<file path="config.mk">
export PLATFORM = sky130hd
export DESIGN_NAME = rca_slot_top
export DESIGN_NICKNAME = d
export VERILOG_FILES = /design/src/source/rca_pkg.sv /design/src/source/rca_slot_top.sv /design/src/source/lsq_mem.sv /design/src/source/grid_pr_slot.sv /design/src/source/fetch_add_unit.sv /design/src/source/slot_fifo.sv
export VERILOG_INCLUDE_DIRS = /design/src /design/src/source
export SDC_FILE = /design/constraint.sdc
export NUM_CORES = 2
export LEC_CHECK = 0
export ABC_CLOCK_PERIOD_IN_PS = 4780
export BUFFER_PORTS_ARGS = -buffer_cell sky130_fd_sc_hd__buf_4
export CORE_ASPECT_RATIO = 0.7
export CORE_MARGIN = 8
export CORE_UTILIZATION = 30
export DETAILED_ROUTE_END_ITERATION = 8
export PLACE_DENSITY = 0.54
export SYNTH_ARGS = -nofsm -noshare
export SYNTH_HDL_FRONTEND = slang
export SYNTH_SLANG_ARGS = --single-unit
</file>
<file path="constraint.sdc">
create_clock -name clk -period 4.78 [get_ports clk]
set_input_delay 0.478 -clock clk [delete_from_list [all_inputs] [get_ports clk]]
set_output_delay 0.478 -clock clk [all_outputs]
set_load 0.01 [all_outputs]
</file>
<file path="src/source/rca_macros.svh">
`ifndef RCA_MACROS_SVH
`define RCA_MACROS_SVH

// Data and address width of the grid
`define RCA_XLEN 32

// Entries in every slot FIFO, operand and LSQ request queues alike
`define RCA_FIFO_DEPTH 4

// Word memory behind the LSQ, indexed by address bits 7 to 2
`define RCA_MEM_WORDS 64

// RISC-V funct3 encoding for a 32-bit access
`define RCA_FN3_WORD 3'b010

`endif
</file>
<file path="src/source/rca_pkg.sv">
`default_nettype none

`include "rca_macros.svh"

package rca_pkg;

    typedef logic [`RCA_XLEN-1:0] xlen_t;

    // Request record as seen by the load-store queue
    typedef struct packed {
        xlen_t      addr;
        xlen_t      data;   // Store data, ignored for loads
        logic [2:0] fn3;
        logic       load;
        logic       store;
    } lsq_req_t;

    typedef struct packed {
        xlen_t load_data;
        logic  load_complete;   // One-cycle strobe
    } lsq_resp_t;

endpackage

`default_nettype wire

</file>
<file path="src/source/rca_slot_top.sv">
`default_nettype none
`timescale 1ns/100ps

module rca_slot_top (
    input  logic           clk,
    input  logic           reset,
    input  rca_pkg::xlen_t data_in1,
    input  rca_pkg::xlen_t data_in2,
    input  logic           data_valid_in1,
    input  logic           data_valid_in2,
    output rca_pkg::xlen_t data_out,
    output logic           data_valid_out
);

    import rca_pkg::*;

    lsq_req_t  lsq_req;
    lsq_resp_t lsq_resp;
    logic      new_request;
    logic      lsq_full;

    grid_pr_slot slot (
        .clk,
        .reset,
        .data_in1,
        .data_in2,
        .data_valid_in1,
        .data_valid_in2,
        .data_out,
        .data_valid_out,
        .lsq_req,
        .new_request,
        .lsq_full,
        .lsq_resp
    );

    // Stands in for the core's load-store path
    lsq_mem lsq (
        .clk,
        .reset,
        .lsq_req,
        .new_request,
        .lsq_full,
        .lsq_resp
    );

endmodule

`default_nettype wire

</file>
<file path="src/source/lsq_mem.sv">
`default_nettype none
`timescale 1ns/100ps

`include "rca_macros.svh"

module lsq_mem (
    input  logic               clk,
    input  logic               reset,
    input  rca_pkg::lsq_req_t  lsq_req,
    input  logic               new_request,
    output logic               lsq_full,
    output rca_pkg::lsq_resp_t lsq_resp
);

    import rca_pkg::*;

    localparam int IDX_W = $clog2(`RCA_MEM_WORDS);

    xlen_t mem [`RCA_MEM_WORDS];

    lsq_req_t         head;
    logic             head_valid;
    logic [IDX_W-1:0] head_idx;
    xlen_t            load_data_r;
    logic             load_complete_r;

    // Requests are served strictly in arrival order
    slot_fifo #(.payload_t(lsq_req_t), .DEPTH(`RCA_FIFO_DEPTH)) req_fifo (
        .clk,
        .reset,
        .push      (new_request),
        .push_data (lsq_req),
        .pop       (head_valid),   // One request retires every cycle
        .pop_data  (head),
        .valid     (head_valid),
        .full      (lsq_full)
    );

    assign head_idx = head.addr[IDX_W+1:2];   // Word select, byte offset dropped

    always_ff @(posedge clk) begin
        if (reset) begin
            for (int i = 0; i < `RCA_MEM_WORDS; i++) begin
                mem[i] <= '0;
            end
        end else if (head_valid && head.store) begin
            mem[head_idx] <= head.data;
        end
    end

    // Load answer lands one cycle after the pop
    always_ff @(posedge clk) begin
        if (reset) begin
            load_complete_r <= 1'b0;
        end else begin
            load_complete_r <= head_valid && head.load;
        end
    end

    always_ff @(posedge clk) begin
        if (head_valid && head.load) begin
            load_data_r <= mem[head_idx];
        end
    end

    assign lsq_resp.load_data     = load_data_r;
    assign lsq_resp.load_complete = load_complete_r;

endmodule

`default_nettype wire

</file>
<file path="src/source/grid_pr_slot.sv">
`default_nettype none
`timescale 1ns/100ps

`include "rca_macros.svh"

module grid_pr_slot (
    input  logic               clk,
    input  logic               reset,

    input  rca_pkg::xlen_t     data_in1,
    input  rca_pkg::xlen_t     data_in2,
    input  logic               data_valid_in1,
    input  logic               data_valid_in2,

    output rca_pkg::xlen_t     data_out,
    output logic               data_valid_out,

    // Load-store queue interface
    output rca_pkg::lsq_req_t  lsq_req,
    output logic               new_request,
    input  logic               lsq_full,
    input  rca_pkg::lsq_resp_t lsq_resp
);

    import rca_pkg::*;

    // The two operand streams run at their own rates, so each gets a queue
    xlen_t input1_head;
    xlen_t input2_head;
    logic  input1_valid;
    logic  input2_valid;
    logic  ou_ack1;
    logic  ou_ack2;

    slot_fifo #(.payload_t(xlen_t), .DEPTH(`RCA_FIFO_DEPTH)) input1_fifo (
        .clk,
        .reset,
        .push      (data_valid_in1),
        .push_data (data_in1),
        .pop       (ou_ack1),
        .pop_data  (input1_head),
        .valid     (input1_valid),
        .full      ()
    );

    slot_fifo #(.payload_t(xlen_t), .DEPTH(`RCA_FIFO_DEPTH)) input2_fifo (
        .clk,
        .reset,
        .push      (data_valid_in2),
        .push_data (data_in2),
        .pop       (ou_ack2),
        .pop_data  (input2_head),
        .valid     (input2_valid),
        .full      ()
    );

    fetch_add_unit ou (
        .clk,
        .reset,
        .data_in1       (input1_head),
        .data_in2       (input2_head),
        .data_valid_in1 (input1_valid),
        .data_valid_in2 (input2_valid),
        .data_in_ack1   (ou_ack1),
        .data_in_ack2   (ou_ack2),
        .data_out,
        .data_valid_out,
        .lsq_req,
        .new_request,
        .lsq_full,
        .lsq_resp
    );

endmodule

`default_nettype wire

</file>
<file path="src/source/fetch_add_unit.sv">
`default_nettype none
`timescale 1ns/100ps

`include "rca_macros.svh"

module fetch_add_unit (
    input  logic               clk,
    input  logic               reset,

    // Heads of the operand FIFOs: address on input 1, addend on input 2
    input  rca_pkg::xlen_t     data_in1,
    input  rca_pkg::xlen_t     data_in2,
    input  logic               data_valid_in1,
    input  logic               data_valid_in2,
    output logic               data_in_ack1,
    output logic               data_in_ack2,

    output rca_pkg::xlen_t     data_out,
    output logic               data_valid_out,

    // LSQ side
    output rca_pkg::lsq_req_t  lsq_req,
    output logic               new_request,
    input  logic               lsq_full,
    input  rca_pkg::lsq_resp_t lsq_resp
);

    import rca_pkg::*;

    typedef enum logic [1:0] {
        IDLE,
        WAIT_LOAD,
        STORE_PENDING
    } state_t;

    state_t state;
    state_t state_next;

    xlen_t addr_r;     // Target address of the operation in flight
    xlen_t addend_r;
    xlen_t sum_r;      // Held while the store waits on a full LSQ
    xlen_t sum;

    logic issue_load;
    logic issue_store;
    logic load_done;

    assign issue_load  = (state == IDLE) && data_valid_in1 && data_valid_in2 && !lsq_full;
    assign load_done   = (state == WAIT_LOAD) && lsq_resp.load_complete;
    assign issue_store = (load_done || (state == STORE_PENDING)) && !lsq_full;

    assign sum = lsq_resp.load_data + addend_r;

    // Both operands leave their FIFOs together
    assign data_in_ack1 = issue_load;
    assign data_in_ack2 = issue_load;

    assign data_out       = sum;
    assign data_valid_out = load_done;

    assign new_request = issue_load || issue_store;

    always_comb begin
        lsq_req.addr  = addr_r;
        lsq_req.data  = (state == STORE_PENDING) ? sum_r : sum;
        lsq_req.fn3   = `RCA_FN3_WORD;
        lsq_req.load  = 1'b0;
        lsq_req.store = 1'b0;
        if (issue_load) begin
            lsq_req.addr = data_in1;   // Address goes out straight from the FIFO head
            lsq_req.data = '0;
            lsq_req.load = 1'b1;
        end else begin
            lsq_req.store = issue_store;
        end
    end

    always_comb begin
        state_next = state;
        case (state)
            IDLE: begin
                if (issue_load) begin
                    state_next = WAIT_LOAD;
                end
            end
            WAIT_LOAD: begin
                if (load_done) begin
                    state_next = issue_store ? IDLE : STORE_PENDING;
                end
            end
            STORE_PENDING: begin
                if (!lsq_full) begin
                    state_next = IDLE;
                end
            end
            default: state_next = IDLE;
        endcase
    end

    always_ff @(posedge clk) begin
        if (reset) begin
            state <= IDLE;
        end else begin
            state <= state_next;
        end
    end

    always_ff @(posedge clk) begin
        if (issue_load) begin
            addr_r   <= data_in1;
            addend_r <= data_in2;
        end
        if (load_done) begin
            sum_r <= sum;
        end
    end

endmodule

`default_nettype wire

</file>
<file path="src/source/slot_fifo.sv">
`default_nettype none
`timescale 1ns/100ps

`include "rca_macros.svh"

module slot_fifo #(
    parameter type payload_t = rca_pkg::xlen_t,
    parameter int  DEPTH     = `RCA_FIFO_DEPTH
) (
    input  logic     clk,
    input  logic     reset,
    input  logic     push,
    input  payload_t push_data,
    input  logic     pop,
    output payload_t pop_data,
    output logic     valid,
    output logic     full
);

    localparam int PTR_W = (DEPTH > 1) ? $clog2(DEPTH) : 1;
    localparam int CNT_W = $clog2(DEPTH + 1);

    payload_t entries [DEPTH];

    logic [PTR_W-1:0] rd_ptr;
    logic [PTR_W-1:0] wr_ptr;
    logic [CNT_W-1:0] count;
    logic             do_push;
    logic             do_pop;

    assign do_push = push && !full;   // Push into a full queue is lost
    assign do_pop  = pop && valid;

    assign valid    = (count != '0);
    assign full     = (count == CNT_W'(DEPTH));
    assign pop_data = entries[rd_ptr];

    always_ff @(posedge clk) begin
        if (do_push) begin
            entries[wr_ptr] <= push_data;
        end
    end

    always_ff @(posedge clk) begin
        if (reset) begin
            rd_ptr <= '0;
            wr_ptr <= '0;
            count  <= '0;
        end else begin
            if (do_push) begin
                wr_ptr <= (wr_ptr == PTR_W'(DEPTH - 1)) ? '0 : wr_ptr + 1'b1;
            end
            if (do_pop) begin
                rd_ptr <= (rd_ptr == PTR_W'(DEPTH - 1)) ? '0 : rd_ptr + 1'b1;
            end
            // Simultaneous push and pop leaves occupancy unchanged
            if (do_push && !do_pop) begin
                count <= count + 1'b1;
            end else if (do_pop && !do_push) begin
                count <= count - 1'b1;
            end
        end
    end

endmodule

`default_nettype wire

</file>
== Word-level counts from Yosys, hierarchy flattened ==
Memory sizes are Yosys's and may differ from the RTL's. A register that Yosys moved wholly into a read port is not among the register bits.
Cells that the tools add are included.
Cells by class
  muxes and demuxes: 39
  reduce and logical (&&, ||, !) cells: 38
  equality and inequality tests: 14
  add/subtract/negate cells: 13
Operators with widths (count)
  $mux 32: 2
  $mux 64: 1
  $add 32x32->32: 1
  $reduce_or 32->1: 1
  $mux 2: 14
  $logic_and 1x1->1: 18
  $mux 3: 6
  $eq 2x2->1 const B: 7
  $mux 1: 14
  $add 2x1->2 const B: 6
  $add 3x1->3 const B: 3
  $eq 3x3->1 const B: 3
  $logic_not 1->1: 9
  $reduce_bool 3->1: 3
  $sub 3x1->3 const B: 3
  $mux 6: 1
  $pmux 2 s3: 1
  $reduce_bool 2->1: 3
  $ne 2x2->1 const B: 2
  $reduce_and 3->1: 1
  $eq 2x1->1 const B: 1
  $logic_not 2->1: 1
  $logic_or 1x1->1: 2
  $ne 2x1->1 const B: 1
Storage, ports and cells
  output and inout port bits: 33
  RAM bits: 2568
  memories: 4
  bits of input ports: 68
  logic and storage cells: 121
  bits in registers: 88
Memory list
  lsq.mem: depth 64, width 32, read ports 1, clocked after memory_dff 1, wr ports 64, RTL line lsq_mem.sv:19  | xlen_t mem [`RCA_MEM_WORDS];
  lsq.req_fifo.entries: depth 4, width 66, read ports 1, clocked after memory_dff 1, wr ports 1, RTL line slot_fifo.sv:23  | payload_t entries [DEPTH];
  slot.input1_fifo.entries: depth 4, width 32, read ports 1, clocked after memory_dff 1, wr ports 1, RTL line slot_fifo.sv:23
  slot.input2_fifo.entries: depth 4, width 32, read ports 1, clocked after memory_dff 1, wr ports 1, RTL line slot_fifo.sv:23

== Longest topological paths before layout ==
  word-level depth: 10
  depth in mapped cells: 13
  gate-level depth less buffers: 11

== Hierarchy ==
A second synthesis with hierarchy kept.
Second synthesis, totals
  cells, all modules: 8304
  area total of the unflattened synthesis: 119435.8 um2
By module, submodules not included
  lsq_mem: seq. area each 62479.9 um2, cells an instance 6910, area an instance 93255.7 um2, times used 1
  slot_fifo at lsq.req_fifo: seq. area each 8468.1 um2, cells an instance 411, area an instance 10438.8 um2, times used 1
  slot_fifo at slot.input1_fifo ...: seq. area each 4023.9 um2, cells an instance 217, area an instance 5101.1 um2, times used 2
  fetch_add_unit: seq. area each 2922.8 um2, cells an instance 549, area an instance 5539.1 um2, times used 1

== Least setup slack after synthesis ==
Ideal clock, no wire load.
  kind: register -> register
  start point: register slot.ou.state[1]
  end point: memory lsq.req_fifo.entries[0][0] in the netlist's numbering (enable)
  stages on the path, launching flop included: 6
  path buffers: 0
  clock period less this slack: 4.141 ns
  slack: 0.639 ns
  required time: 4.338 ns
  arrival: 3.699 ns
  library setup time: 0.442 ns
  path through: dfxtp_1 -> and3b_1 -> nor2_1 -> a21oi_1 -> nor2_1 -> nor2b_1
On the way
  word-level cells in the longest chain between the ends: 8
  elaborated cells between the ends (all ways): 13
  classes of those cells: eq/ne: 2; mux: 2; reduce/logical: 9
Ends and longest elaborated chain
  start, declared: RTL line fetch_add_unit.sv:36  | state_t state;
  start signal, assigned: RTL line fetch_add_unit.sv:104  | state <= state_next;
  $eq 2x1->1: RTL line fetch_add_unit.sv:49  | assign load_done = (state == WAIT_LOAD) && lsq_resp.load_complete;
  $logic_and 1x1->1: RTL line fetch_add_unit.sv:49
  named net data_valid_out: RTL line rca_slot_top.sv:12  | output logic data_valid_out
  $logic_or 1x1->1: RTL line fetch_add_unit.sv:50  | assign issue_store = (load_done || (state == STORE_PENDING)) && !lsq_full;
  $logic_and 1x1->1: RTL line fetch_add_unit.sv:50
  $logic_or 1x1->1: RTL line fetch_add_unit.sv:61  | assign new_request = issue_load || issue_store;
  $logic_and 1x1->1: RTL line slot_fifo.sv:31  | assign do_push = push && !full;
  $mux 1: RTL line slot_fifo.sv:39  | if (do_push) begin
  $mux 1 (implied by the code): RTL line slot_fifo.sv:40  | entries[wr_ptr] <= push_data;
  end, declared: RTL line slot_fifo.sv:23
The timed path passes the listed nets, and every way through them passes these cells.

== Worst setup path in the final report ==
  start point: register lsq.load_data_r[0] (read register of lsq.mem)
  end point: output port data_out[30]
On the way
  word-level cells in the longest chain between the ends: 1
Ends and longest elaborated chain
  start, declared: RTL line lsq_mem.sv:24  | xlen_t load_data_r;
  $add 32x32->32: RTL line fetch_add_unit.sv:52  | assign sum = lsq_resp.load_data + addend_r;
  end, declared: RTL line rca_slot_top.sv:11  | output rca_pkg::xlen_t data_out,
No other way between the ends.

==> qor.csv <==
metric,value,unit
DR vias,67900,
largest net degree at the start of global routing,66,
Layout Nets,7671,
Worst setup EP type,output pin,
Post-Place Setup Slack,0.431,ns
Die H,502,µm
gr usage total,19.3,%
Setup crit end,data_out[30],
Post-Syn Nets,7607,
"Seq/Total Area, Yosys",73.6,%
RSZ-0062 raised after global routing,true,
Synth async-reset ratio,0,%
yosys warns,0,
"Slowest-stage cell, CP",edfxtp_1,
TritonCTS Buffers,231,
relative max-transition margin,-0.687,%
met2 global-route usage,27.6,%
measured slew at the worst slew-check pin,1.51,ns
worst path required time,4.30,ns
maximum clock rate,0.209,GHz
critical path arrival,4.30,ns
DRT antenna net count,0,
Power per Cell Area,686,mW/mm²
"Most Used Layer, Global Route",met2,
WL final,359,mm
post-synth cell types,60,
cell mode on critical path,buf_4,
leak pwr,39.1,nW
hpwl dp,216,mm
clock buffer depth,4,
Routed WL per cell,29.3,µm
FF-to-FF setup slack,0.31,ns
"Power, Total",0.0801,W
Slew Limit Fails,30,
Synth Instances,7487,
top-area cell type share of the netlist area,73.0,%
most common flop cell mapped by yosys,edfxtp_1,
"top cells by area, synth","edfxtp_1 (73%), a22oi_1 (7.9%), nor2_1 (7.8%), clkbuf_1 (2.2%), nand4_1 (1.3%)",
CORE AREA,0.336,mm²
M3 GR Usage,7.51,%
total grt overflow,0,
min-delay worst type,input port to flop,
kind of critical path,flop to output pin,
CTS H-tree depth,4,
RR Endpoint,lsq.load_data_r[12]$_DFFE_PP_,
Final Hold Viols,0,
die area,0.357,mm²
clock skew,0.101,ns
share of layout cells above drive strength 1,13.1,%
clock latency on the worst-skew pair,0.94,ns
PortBufs,74,
Post-Syn Area,0.101,mm²
register clock-pin slew on the reported worst setup and hold paths,0.07,ns
crit path from,lsq.load_data_r[0]$_DFFE_PP_,
Mapped Avg Cell Area,13.5,µm²
Crit path buffers/inverters,3,
Setup-failing EPs final,1,
TritonCTS clock tree,yes,
most common cell in the netlist,edfxtp_1,
final setup margin,-0.00167,ns
layout overhead on the synthesized area,15.3,%
number of global-route vias before repair,65300,
Final GP Congestion,0.910,
first-pass detailed-route iteration total,6,
routing usage on met1,27.0,%
most frequent cells after synthesis,"edfxtp_1 (2,462), nor2_1 (2,099), a22oi_1 (1,064), clkbuf_1 (591), nand4_1 (211)",
die width,710,µm
Final Critical Period,4.78,ns
initial drt markers,10500,
post-synthesis register bit count,2490,
vias per cell,5.54,
DRC,0,
FP Rows,178,
io pins,101,
failing checks,"max-capacitance violations, max-slew violations, negative setup slack",
Max stage delay on crit path,0.51,ns
startpoint types,flop,
CTS root buf,clkbuf_16,
first-pass GRT wire length,498,mm
"EDFF count, synth",2462,
initial antenna violation count,26,
Clock Sink Count,2490,
critical path depth,12,
Max Cap Viol,1,
cell family with most CP delay,compound AO/OA/AOI/OAI gates,
initial cell density of the core,30.1,%
"Critical Path, Cell by Cell",ha_1 -> fa_1 -> a21o_1 -> a221oi_4 -> buf_4 -> o22ai_1 -> o211ai_1 -> buf_4 -> a21oi_1 -> or3_1 -> and2_1 -> buf_4,
leading area contributor after synthesis,edfxtp_1,
Hold WS,0.0503,ns
status,"complete, but fails checks",
Non-Filler Instances,12200,
worst vdd ir,0.828,mV
Tcrit/Tclk final,100,%
placed insts,11800,
largest fanout on the critical path,3,
R2R cell count,10,
[cell families after synthesis]
logic type               share of synthesized area (%)
adder cells (fa/ha/maj)                          0.665
buffers and inverters                             2.78
AO/OA/AOI/OAI                                     10.2
multiplexers                                      1.79
AND/OR/NAND/NOR                                   10.7
XOR/XNOR                                         0.303
flip-flops                                        73.6
[worst reg2reg max path, delay by kind of cell, from the launching register on]
| family | cells | cell delay, ns |
|---|---|---|
| flip-flops | 1 | 0.54 |
| buffers and inverters | 3 | 0.98 |
| multiplexers | 1 | 0.72 |
| AO/OA/AOI/OAI | 3 | 0.91 |
| AND/OR/NAND/NOR | 3 | 1.16 |
[where the power goes]
part           internal (W)  switching [W]
clock               0.00987        0.00832
sequential           0.0269       0.000803
combinational       0.00808         0.0261
[layout by cell type (no fill, tap or decap), types with 18 or more instances in the layout]
cell type and n:
nor2_1 2093, o21ai_4 32, mux2i_1 43, a21oi_1 146, clkinv_1 68, o21ai_0 21
buf_4 447, dlygate4sd3_1 38, clkbuf_16 233, inv_1 18, clkinv_2 35, mux2_2 33
ha_1 49, a41oi_1 88, nand4_1 211, edfxtp_1 2462, bufinv_16 18, dfxtp_1 25
mux4_2 45, nand2b_2 64, xor2_1 18, clkbuf_1 52, a22oi_1 1064, buf_12 50
nand2_1 182
[flip-flops by register name, summed over array words and instances (netlist names), 3 cells and up, named ones only]
register	cells
slot.input2_fifo.count	3
slot.input2_fifo.entries	128
slot.ou.sum_r	32
slot.ou.addr_r	6
slot.input1_fifo.count	3
lsq.load_data_r	32
slot.input1_fifo.entries	24
lsq.mem	2048
slot.ou.addend_r	32
lsq.req_fifo.entries	160
lsq.req_fifo.count	3
[cell type report]
type | instances | area (µm²)
clock buffers | 285 | 6030
fillers | 32300 | 219000
well taps | 4500 | 5630
multi-input cells | 4275 | 24700
inverters | 18 | 67.6
repair buffers | 535 | 4740
flip-flops and latches | 2490 | 74500
diodes | 9 | 22.5
clock inverters | 131 | 1090
[layer usage]
metal	wire length [µm]	up-vias
met3	52200	553
met1	145000	34900
met5	67	-
met2	149000	4286
li1	-	28200
met4	11500	10
[how the worst min path moves through the flow]
stage,start,end,cells past startpoint
final,reset,slot.input2_fifo.wr_ptr[0]$_SDFFE_PP0P_,2
after global routing,reset,slot.input2_fifo.rd_ptr[0]$_SDFFE_PP0P_,2
after CTS,reset,slot.input2_fifo.wr_ptr[0]$_SDFFE_PP0P_,2
after detailed placement,slot.input1_fifo.rd_ptr[1]$_SDFFE_PP0N_,flop,2
after global placement,slot.input1_fifo.rd_ptr[1]$_SDFFE_PP0N_,slot.input1_fifo.rd_ptr[1]$_SDFFE_PP0N_,2
after floorplan,slot.input1_fifo.rd_ptr[1]$_SDFFE_PP0N_,flop,2
[stage by stage]
stage | instance area (µm²) | utilization (%) | setup TNS [ns]
global placement | 109000 | 32.5 | 0
detailed placement | 109000 | 32.5 | 0
floorplan | 101000 | - | 0
finish | 117000 | 34.8 | -0.00167
global route | 117000 | 34.8 | -0.102
CTS | 117000 | 34.7 | -0.00628
[repair_timing]
action                                  CTS  global route
resized for setup                         4             5
endpoints found under the setup margin    9             6
setup buffers                             1             2
hold endpoints to repair                152             0
pin swaps                                 1             1
hold buffers                             38             0
(Power assumes the default switching activity.)
